===== config.mk =====
export PLATFORM = sky130hd
export DESIGN_NAME = fpu_top
export DESIGN_NICKNAME = d
export VERILOG_FILES = /design/src/source/fpu_pkg.sv /design/src/source/fpu_both.sv /design/src/source/fpu_exc_acc.sv /design/src/source/fpu_lane.sv /design/src/source/fpu_top.sv
export SDC_FILE = /design/constraint.sdc
export NUM_CORES = 1
export LEC_CHECK = 0
export BUFFER_PORTS_ARGS = -buffer_cell sky130_fd_sc_hd__buf_2
export CAP_MARGIN = 20
export CORE_ASPECT_RATIO = 1.1
export CORE_MARGIN = 8
export CORE_UTILIZATION = 30
export CTS_CLUSTER_DIAMETER = 60
export DETAILED_ROUTE_END_ITERATION = 8
export HOLD_SLACK_MARGIN = 0.1
export PLACE_DENSITY_LB_ADDON = 0.12
export RECOVER_POWER = 25
export SKIP_LAST_GASP = 1
export SYNTH_ARGS = -nofsm -noshare
export SYNTH_HDL_FRONTEND = slang
export SYNTH_SLANG_ARGS = --single-unit
export TNS_END_PERCENT = 30

===== constraint.sdc =====
create_clock -name clk -period 3.14 [get_ports clk]
set_input_delay 0.628 -clock clk [delete_from_list [all_inputs] [get_ports clk]]
set_output_delay 0.628 -clock clk [all_outputs]
set_load 0.01 [all_outputs]

===== src/source/fpu_pkg.sv =====
// fpu compare definitions
`default_nettype none

package fpu_pkg;

  // --------------------
  // widths
  localparam int LANE_W = 32;
  localparam int FLAG_W = 4;

  // bit positions inside one lane's flag vector.
  localparam int FLG_LT = 3;
  localparam int FLG_EQ = 2;
  localparam int FLG_GT = 1;
  localparam int FLG_UO = 0;

  // canonical quiet NaNs.
  localparam logic [LANE_W-1:0]   QNAN_S = 32'h7fc0_0000;
  localparam logic [2*LANE_W-1:0] QNAN_D = 64'h7ff8_0000_0000_0000;

  // --------------------
  // opcodes
  // codes 0 and 9..15 fall through as no operation
  typedef enum logic [3:0] {
    OP_MAX_S = 4'h1,
    OP_MIN_S = 4'h2,
    OP_CMP_S = 4'h3,
    OP_ABS   = 4'h4,
    OP_NEG   = 4'h5,
    OP_MAX_D = 4'h6,
    OP_MIN_D = 4'h7,
    OP_CMP_D = 4'h8
  } fpu_op_e;

  // --------------------
  // operand word
  typedef struct packed {
    logic        sign;
    logic [7:0]  exp;
    logic [22:0] frac;
  } fpu_single_t;

  typedef struct packed {
    logic        sign;
    logic [10:0] exp;
    logic [51:0] frac;
  } fpu_double_t;

  // one 64-bit register seen as two singles or as one double.
  typedef union packed {
    struct packed {
      fpu_single_t hi;  // bits 63..32.
      fpu_single_t lo;  // bits 31..0.
    } s;
    fpu_double_t d;
  } fpu_word_u;

endpackage

`default_nettype wire


===== src/source/fpu_both.sv =====
// fpu paired lane datapath
`timescale 1ns/100ps
`default_nettype none

module fpu_both #(
  parameter int unsigned PIPE_OUT_REG = 1
) (
  input  logic                         clk,
  input  logic                         rst,
  input  logic                         in_valid,
  input  fpu_pkg::fpu_op_e             in_op,
  input  fpu_pkg::fpu_word_u           in_a,
  input  fpu_pkg::fpu_word_u           in_b,
  output logic                         out_valid,
  output fpu_pkg::fpu_word_u           out_data,
  output logic [2*fpu_pkg::FLAG_W-1:0] out_flags,
  output logic                         out_invalid
);
  import fpu_pkg::*;

  localparam int DEPTH = 2 + PIPE_OUT_REG;

  // --------------------
  // ordering helpers
  function automatic logic [FLAG_W-1:0] order_flags(
    input logic nan_a,
    input logic nan_b,
    input logic zero_both,
    input logic sign_a,
    input logic sign_b,
    input logic mag_lt,
    input logic mag_eq
  );
    logic [FLAG_W-1:0] f;
    f = '0;
    if (nan_a || nan_b) begin
      f[FLG_UO] = 1'b1;
    end else if (zero_both || (sign_a == sign_b && mag_eq)) begin
      f[FLG_EQ] = 1'b1;
    end else if (sign_a != sign_b) begin
      f[FLG_LT] = sign_a;
      f[FLG_GT] = sign_b;
    end else begin
      f[FLG_LT] = mag_lt ^ sign_a;  // reversed when both negative.
      f[FLG_GT] = ~mag_lt ^ sign_a;
    end
    return f;
  endfunction

  // min/max choice; -0 sits below +0 here, unlike the compare flags
  function automatic logic pick_b(
    input logic [FLAG_W-1:0] f,
    input logic              nan_a,
    input logic              nan_b,
    input logic              zero_both,
    input logic              sign_a,
    input logic              sign_b,
    input logic              want_max
  );
    logic a_lt;
    logic a_gt;
    a_lt = zero_both ? (sign_a && !sign_b) : f[FLG_LT];
    a_gt = zero_both ? (!sign_a && sign_b) : f[FLG_GT];
    return nan_a || (!nan_b && (want_max ? a_lt : a_gt));
  endfunction

  // --------------------
  // lanes and stage 1
  logic              frac_nz_a, frac_nz_b;
  logic              h_mag_lt, h_mag_eq, h_sign_a, h_sign_b;
  logic              h_nan_a, h_nan_b, h_zero_a, h_zero_b;
  logic              h_dnan_a, h_dnan_b, h_dzero_a, h_dzero_b;
  logic [LANE_W-1:0] h_res;
  logic              l_mag_lt, l_mag_eq, l_sign_a, l_sign_b;
  logic              l_nan_a, l_nan_b, l_zero_a, l_zero_b;
  logic [LANE_W-1:0] l_res;
  logic [DEPTH-1:0]  v_q;
  fpu_op_e           op_q [DEPTH];
  fpu_word_u         s1_a, s1_b;

  fpu_lane #(.HIGH(1'b1)) hi_lane (
    .clk(clk), .rst(rst), .in_valid(in_valid), .in_op(in_op),
    .a(in_a.s.hi), .b(in_b.s.hi),
    .lo_frac_nz_a(frac_nz_a), .lo_frac_nz_b(frac_nz_b),
    .lane_frac_nz_a(), .lane_frac_nz_b(),
    .st_mag_lt(h_mag_lt), .st_mag_eq(h_mag_eq),
    .st_sign_a(h_sign_a), .st_sign_b(h_sign_b),
    .st_nan_a(h_nan_a), .st_nan_b(h_nan_b),
    .st_zero_a(h_zero_a), .st_zero_b(h_zero_b),
    .st_dnan_a(h_dnan_a), .st_dnan_b(h_dnan_b),
    .st_dzero_a(h_dzero_a), .st_dzero_b(h_dzero_b),
    .st_res(h_res)
  );

  fpu_lane #(.HIGH(1'b0)) lo_lane (
    .clk(clk), .rst(rst), .in_valid(in_valid), .in_op(in_op),
    .a(in_a.s.lo), .b(in_b.s.lo),
    .lo_frac_nz_a(1'b0), .lo_frac_nz_b(1'b0),
    .lane_frac_nz_a(frac_nz_a), .lane_frac_nz_b(frac_nz_b),
    .st_mag_lt(l_mag_lt), .st_mag_eq(l_mag_eq),
    .st_sign_a(l_sign_a), .st_sign_b(l_sign_b),
    .st_nan_a(l_nan_a), .st_nan_b(l_nan_b),
    .st_zero_a(l_zero_a), .st_zero_b(l_zero_b),
    .st_dnan_a(), .st_dnan_b(),
    .st_dzero_a(), .st_dzero_b(),
    .st_res(l_res)
  );

  always_ff @(posedge clk) begin
    if (rst) begin
      v_q <= '0;
    end else begin
      v_q <= {v_q[DEPTH-2:0], in_valid};
    end
  end

  always_ff @(posedge clk) begin
    op_q[0] <= in_op;
    for (int i = 1; i < DEPTH; i++) begin
      op_q[i] <= op_q[i-1];
    end
  end

  always_ff @(posedge clk) begin
    if (in_valid) begin
      s1_a <= in_a;  // min/max picks from these.
      s1_b <= in_b;
    end
  end

  // --------------------
  // stage 2 ordering
  logic [FLAG_W-1:0] hi_f, lo_f, d_f;
  logic              is_max, hi_pick, lo_pick, d_pick, s_nan_any, d_nan_any;
  fpu_word_u         res;
  logic              inv;

  assign hi_f = order_flags(h_nan_a, h_nan_b, h_zero_a && h_zero_b,
                            h_sign_a, h_sign_b, h_mag_lt, h_mag_eq);
  assign lo_f = order_flags(l_nan_a, l_nan_b, l_zero_a && l_zero_b,
                            l_sign_a, l_sign_b, l_mag_lt, l_mag_eq);
  assign d_f  = order_flags(h_dnan_a, h_dnan_b, h_dzero_a && h_dzero_b, h_sign_a, h_sign_b,
                            h_mag_lt || (h_mag_eq && l_mag_lt), h_mag_eq && l_mag_eq);

  assign is_max  = op_q[0] inside {OP_MAX_S, OP_MAX_D};
  assign hi_pick = pick_b(hi_f, h_nan_a, h_nan_b, h_zero_a && h_zero_b,
                          h_sign_a, h_sign_b, is_max);
  assign lo_pick = pick_b(lo_f, l_nan_a, l_nan_b, l_zero_a && l_zero_b,
                          l_sign_a, l_sign_b, is_max);
  assign d_pick  = pick_b(d_f, h_dnan_a, h_dnan_b, h_dzero_a && h_dzero_b,
                          h_sign_a, h_sign_b, is_max);

  assign s_nan_any = h_nan_a || h_nan_b || l_nan_a || l_nan_b;
  assign d_nan_any = h_dnan_a || h_dnan_b;

  always_comb begin
    res = '0;
    inv = 1'b0;
    case (op_q[0])
      OP_ABS, OP_NEG: begin
        res.s.hi = h_res;
        res.s.lo = l_res;
      end
      OP_MAX_S, OP_MIN_S: begin
        res.s.hi = (h_nan_a && h_nan_b) ? fpu_single_t'(h_res) :
                   (hi_pick ? s1_b.s.hi : s1_a.s.hi);
        res.s.lo = (l_nan_a && l_nan_b) ? fpu_single_t'(l_res) :
                   (lo_pick ? s1_b.s.lo : s1_a.s.lo);
        inv = s_nan_any;
      end
      OP_MAX_D, OP_MIN_D: begin
        res.d = (h_dnan_a && h_dnan_b) ? fpu_double_t'(QNAN_D) :
                (d_pick ? s1_b.d : s1_a.d);
        inv = d_nan_any;
      end
      OP_CMP_S: inv = s_nan_any;
      OP_CMP_D: inv = d_nan_any;
      default: inv = 1'b0;
    endcase
  end

  fpu_word_u         s2_res;
  logic [FLAG_W-1:0] s2_hi_f, s2_lo_f, s2_d_f;
  logic              s2_inv;

  always_ff @(posedge clk) begin
    if (v_q[0]) begin
      s2_res  <= res;
      s2_hi_f <= hi_f;
      s2_lo_f <= lo_f;
      s2_d_f  <= d_f;
      s2_inv  <= inv;
    end
  end

  // --------------------
  // stage 3 output
  fpu_word_u         o_res;
  logic [FLAG_W-1:0] o_hi_f, o_lo_f, o_d_f;
  logic              o_inv;

  if (PIPE_OUT_REG != 0) begin : g_out_reg
    always_ff @(posedge clk) begin
      if (v_q[1]) begin
        o_res  <= s2_res;
        o_hi_f <= s2_hi_f;
        o_lo_f <= s2_lo_f;
        o_d_f  <= s2_d_f;
        o_inv  <= s2_inv;
      end
    end
  end else begin : g_out_comb
    assign o_res  = s2_res;
    assign o_hi_f = s2_hi_f;
    assign o_lo_f = s2_lo_f;
    assign o_d_f  = s2_d_f;
    assign o_inv  = s2_inv;
  end

  assign out_valid   = v_q[DEPTH-1];
  assign out_invalid = v_q[DEPTH-1] && o_inv;
  assign out_data    = o_res;

  // flag source follows the opcode at the output stage
  always_comb begin
    case (op_q[DEPTH-1])
      OP_CMP_S: out_flags = {o_hi_f, o_lo_f};
      OP_CMP_D: out_flags = {{FLAG_W{1'b0}}, o_d_f};
      default:  out_flags = '0;
    endcase
  end

endmodule

`default_nettype wire


===== src/source/fpu_exc_acc.sv =====
// fpu invalid status accumulator
`timescale 1ns/100ps
`default_nettype none

module fpu_exc_acc #(
  parameter int unsigned CNT_W = 16
) (
  input  logic             clk,
  input  logic             rst,
  input  logic             res_valid,
  input  logic             res_invalid,
  input  logic             clr,
  output logic             sticky,
  output logic [CNT_W-1:0] count
);

  logic hit;
  logic cnt_full;

  // --------------------
  // event decode
  assign hit      = res_valid && res_invalid;
  assign cnt_full = &count;  // counter holds at all ones.

  // --------------------
  // status registers
  always_ff @(posedge clk) begin
    if (rst || clr) begin
      sticky <= 1'b0;
      count  <= '0;
    end else if (hit) begin
      sticky <= 1'b1;
      if (!cnt_full) begin
        count <= count + 1'b1;
      end
    end
  end

endmodule

`default_nettype wire


===== src/source/fpu_lane.sv =====
// fpu compare lane
`timescale 1ns/100ps
`default_nettype none

module fpu_lane #(
  parameter bit HIGH = 1'b0
) (
  input  logic                       clk,
  input  logic                       rst,
  input  logic                       in_valid,
  input  fpu_pkg::fpu_op_e           in_op,
  input  logic [fpu_pkg::LANE_W-1:0] a,
  input  logic [fpu_pkg::LANE_W-1:0] b,
  input  logic                       lo_frac_nz_a,
  input  logic                       lo_frac_nz_b,
  output logic                       lane_frac_nz_a,
  output logic                       lane_frac_nz_b,
  output logic                       st_mag_lt,
  output logic                       st_mag_eq,
  output logic                       st_sign_a,
  output logic                       st_sign_b,
  output logic                       st_nan_a,
  output logic                       st_nan_b,
  output logic                       st_zero_a,
  output logic                       st_zero_b,
  output logic                       st_dnan_a,
  output logic                       st_dnan_b,
  output logic                       st_dzero_a,
  output logic                       st_dzero_b,
  output logic [fpu_pkg::LANE_W-1:0] st_res
);
  import fpu_pkg::*;

  logic              wide;
  logic [LANE_W-1:0] mag_a;
  logic [LANE_W-1:0] mag_b;
  logic              nan_a;
  logic              nan_b;
  logic              zero_a;
  logic              zero_b;
  logic              dfrac_a;
  logic              dfrac_b;
  logic              dnan_a;
  logic              dnan_b;
  logic              dzero_a;
  logic              dzero_b;
  logic [LANE_W-1:0] res;

  // --------------------
  // magnitude compare
  // the low half of a double is pure fraction, so it compares all 32 bits
  assign wide  = !HIGH && (in_op inside {OP_MAX_D, OP_MIN_D, OP_CMP_D});
  assign mag_a = wide ? a : {1'b0, a[LANE_W-2:0]};
  assign mag_b = wide ? b : {1'b0, b[LANE_W-2:0]};

  // --------------------
  // single decode
  assign nan_a  = (&a[30:23]) && (|a[22:0]);  // exp all ones, frac nonzero.
  assign nan_b  = (&b[30:23]) && (|b[22:0]);
  assign zero_a = ~|a[LANE_W-2:0];
  assign zero_b = ~|b[LANE_W-2:0];

  // --------------------
  // double decode
  assign dfrac_a = HIGH ? |a[19:0] : |a;  // double fraction bits held here.
  assign dfrac_b = HIGH ? |b[19:0] : |b;

  assign lane_frac_nz_a = dfrac_a;
  assign lane_frac_nz_b = dfrac_b;

  assign dnan_a  = HIGH && (&a[30:20]) && (dfrac_a || lo_frac_nz_a);
  assign dnan_b  = HIGH && (&b[30:20]) && (dfrac_b || lo_frac_nz_b);
  assign dzero_a = HIGH && zero_a && !lo_frac_nz_a;
  assign dzero_b = HIGH && zero_b && !lo_frac_nz_b;

  // --------------------
  // lane result
  always_comb begin
    res = '0;
    case (in_op)
      OP_ABS: res = {1'b0, a[LANE_W-2:0]};
      OP_NEG: res = {~a[LANE_W-1], a[LANE_W-2:0]};
      OP_MAX_S, OP_MIN_S: begin
        if (nan_a && nan_b) begin
          res = QNAN_S;  // otherwise the stage after picks a or b.
        end
      end
      default: res = '0;
    endcase
  end

  // stage 1 register
  always_ff @(posedge clk) begin
    if (rst) begin
      st_mag_lt  <= 1'b0;
      st_mag_eq  <= 1'b0;
      st_sign_a  <= 1'b0;
      st_sign_b  <= 1'b0;
      st_nan_a   <= 1'b0;
      st_nan_b   <= 1'b0;
      st_zero_a  <= 1'b0;
      st_zero_b  <= 1'b0;
      st_dnan_a  <= 1'b0;
      st_dnan_b  <= 1'b0;
      st_dzero_a <= 1'b0;
      st_dzero_b <= 1'b0;
    end else if (in_valid) begin
      st_mag_lt  <= mag_a < mag_b;
      st_mag_eq  <= mag_a == mag_b;
      st_sign_a  <= a[LANE_W-1];
      st_sign_b  <= b[LANE_W-1];
      st_nan_a   <= nan_a;
      st_nan_b   <= nan_b;
      st_zero_a  <= zero_a;
      st_zero_b  <= zero_b;
      st_dnan_a  <= dnan_a;
      st_dnan_b  <= dnan_b;
      st_dzero_a <= dzero_a;
      st_dzero_b <= dzero_b;
    end
  end

  always_ff @(posedge clk) begin
    if (in_valid) begin
      st_res <= res;
    end
  end

endmodule

`default_nettype wire


===== src/source/fpu_top.sv =====
// fpu compare unit top
`timescale 1ns/100ps
`default_nettype none

module fpu_top #(
  parameter int unsigned PIPE_OUT_REG = 1,
  parameter int unsigned CNT_W        = 16
) (
  input  logic                         clk,
  input  logic                         rst,
  // issue side
  input  logic                         in_valid,
  input  fpu_pkg::fpu_op_e             in_op,
  input  logic [63:0]                  in_a,
  input  logic [63:0]                  in_b,
  // return side
  output logic                         out_valid,
  output logic [63:0]                  out_data,
  output logic [2*fpu_pkg::FLAG_W-1:0] out_flags,
  output logic                         out_invalid,
  // exception status
  input  logic                         exc_clr,
  output logic                         exc_sticky,
  output logic [CNT_W-1:0]             exc_count
);

  // --------------------
  // datapath
  fpu_both #(
    .PIPE_OUT_REG(PIPE_OUT_REG)
  ) both0 (
    .clk        (clk),
    .rst        (rst),
    .in_valid   (in_valid),
    .in_op      (in_op),
    .in_a       (in_a),
    .in_b       (in_b),
    .out_valid  (out_valid),
    .out_data   (out_data),
    .out_flags  (out_flags),
    .out_invalid(out_invalid)
  );

  // --------------------
  // invalid status
  fpu_exc_acc #(
    .CNT_W(CNT_W)
  ) exc0 (
    .clk        (clk),
    .rst        (rst),
    .res_valid  (out_valid),
    .res_invalid(out_invalid),  // already qualified by out_valid.
    .clr        (exc_clr),
    .sticky     (exc_sticky),
    .count      (exc_count)
  );

endmodule

`default_nettype wire


==> results.md <==
* Layout Utilization at 36.4%
* Commonest non-fill, non-tap cell in the layout: edfxtp_1
* Synth Instances at 1484
* Die Ht at 276 um
* Boundary Pins at 227
* DR WL/cell at 22.1 um
* Hold-fix buffers at CTS at 0
* Max-Cap Viols at 0
* RSZ-0062 raised after global routing: no
* Port buffer count at 226
* Clk_skew at 35.3 ps
* Worst hold slack at 251 ps
* Initial antenna violation count at 4
* Largest area contributor in the netlist: edfxtp_1
* Post-DP HPWL at 39.0 mm
* Largest net degree at the start of global routing at 119
* Vias at 13200
* Filler instances at 5926
* H-tree Lvls at 2
* Multi-input logic area at 6360 sq um
* Drt via density at 5.05
* Clock transition at path regs at 60 ps
* Ys flop type: edfxtp_1
* PostCTS Resize Cnt at 0
* Startpoint types: flop
* Netlist cell types at 76
* TritonCTS Buffers at 49
* Fin cells at 2606
* Leak Pwr at 8.49 nW
* Hold/Removal Path Class: in2reg
* Layout area overhead at 20.3%
* Post-route DRC violation count at 0
* Initial Utilization at 30.3%
* Register area share after synthesis at 62.0%
* GRT overflow at 0
* DIE AREA at 69700 sq um
* Clock sink count at 398
* Starting DRC count in detailed routing at 798
* Placed inst area at 20800 sq um
* Final WL at 57.6 mm
* Crit end category: flop
* Most frequent cells in the layout: edfxtp_1 (346), clkbuf_1 (152), inv_1 (109)
* WP data arrival at 3170 ps
* Peak VDD IR at 344 uV
* Final total power at 12.9 mW
* Clk Tree Root Cell: clkbuf_16
* Relative slew slack at 35.7%
* Share of cells above drive strength 1 at 13.4%
* Register Area at 11400 sq um
* Cells after DPL at 2511
* Power density over the cells at 580 nW/um^2
* Final Wtd Congestion at 0.798
* First-pass GRT wire length at 85.9 mm
* Vias in the first global route at 13600
* CP required at 3480 ps
* Final ANT Viol Nets at 0
* Post-synth EDFFs at 346
* CTS tree: built
* Yosys reg bits at 398
* Synth area leaders: edfxtp_1 (56%), dfxtp_1 (5.6%), ha_1 (4.6%)
* Final Hold Fails at 0
* Post-CTS setup buffer count at 0
* 1st-pass router iterations at 5
* Post-Syn Area per Cell at 12.4 sq um
* Period utilization at 90.2%
* Status: completed
* Site Rows at 95
* Longest Clk Path Bufs at 3
* Final Max Tran Viols at 0
* Yosys top cell area share at 56.3%
* Fin Setup TNS at 0 ps
* Tot GR Track Use at 16.1%
* WS Path Type: reg2reg
* Area of the core at 61000 sq um
* Die Width at 252 um
* Synthesized cell area at 18400 sq um
* Fin area at 22200 sq um
* Fmax at 353 MHz
* Dpl ws at 130 ps
* Fin worst setup slack at 308 ps
* Worst slew pin tran at 963 ps
* Net count of the mapped netlist at 1688
* Final net count at 1942
* Clock Latency Late Sink at 590 ps
* Worst-path fanout max at 13
* # setup viols final at 0
* Tmin final at 2830 ps
* Post-synthesis async set-or-reset flop share at 0%
* Syn. warnings at 0
[worst paths after layout]
kind	from	end	slack [ps]	cells after the start
max	both0.hi_lane.st_sign_b$_SDFFE_PP0P_	both0.s2_res[32]$_DFFE_PP_	310	9
max reg2reg	both0.hi_lane.st_sign_b$_SDFFE_PP0P_	both0.s2_res[32]$_DFFE_PP_	310	9
min	in_b[63]	both0.s1_b[63]$_DFFE_PP_	250	1
min reg2reg	both0.op_q[0][4]$_DFF_P_	both0.op_q[0][8]$_DFF_P_	330	0
[registers in the layout (all words and copies together) (netlist names), 3 cells and up]
register,cells
both0.s2_hi_f,4
both0.s1_b,64
both0.s1_a,64
both0.o_d_f,4
both0.s2_res,64
both0.s2_lo_f,4
both0.op_q,12
both0.o_hi_f,4
both0.o_lo_f,4
both0.out_data,64
both0.lo_lane.st_res,32
exc0.count,16
both0.hi_lane.st_res,32
both0.s2_d_f,4
both0.v_q,3
[synth_stat cells (34+ instances only)]
cell type and number:
a21oi_1 67, nor2_1 56, inv_1 109, clkbuf_1 46, ha_1 68, edfxtp_1 346
dfxtp_1 52, a31oi_1 34, mux2i_1 55, o21ai_0 71, and2_1 69, nand2_1 105
[power breakdown]
part | internal [mW] | leakage [nW] | switching, mW
clock | 3.25 | 0.749 | 2.29
sequential | 6.09 | 3.76 | 0.159
combinational | 0.415 | 3.98 | 0.674
total | 9.76 | 8.49 | 3.12
[area by class of cell]
class                   count  share of cell area (%)
diodes                      3                  0.0338
inverters                 109                    1.84
flip-flops and latches    398                    51.6
clock inverters            19                   0.953
well taps                 824                    4.65
repair buffers            270                    6.22
clock buffers              73                    6.11
multi-input cells         910                    28.6
[metal layers]
layer	vias up	routed length, um	global-route usage, %
met1	6539	24100	19.7
met2	351	28700	28.1
met5	-	13	0
li1	6154	-	-
met3	106	2920	3.00
met4	2	1840	5.49
[cells by family (layout without fill, tap and decap cells)]
group | count (synthesis) | in the layout | share of synthesized area (%)
flip-flops | 398 | 398 | 62.0
AND/OR/NAND/NOR | 388 | 388 | 11.2
AO/OA/AOI/OAI | 370 | 370 | 13.8
buffers and inverters | 176 | 471 | 3.76
multiplexers | 69 | 69 | 3.91
adder cells (fa/ha/maj) | 68 | 68 | 4.61
XOR/XNOR | 15 | 15 | 0.712
other | 0 | 3 | 0
[worst max-delay path, stage by stage, from the launching register on]
cell      delay [ps]
dfxtp_1          390
inv_1            110
ha_1             350
a32oi_2          410
a221oi_2         130
o31ai_4          260
buf_4            310
o21ai_2          100
buf_4            200
a221o_1          310
Power figures use the tool's default switching activity.
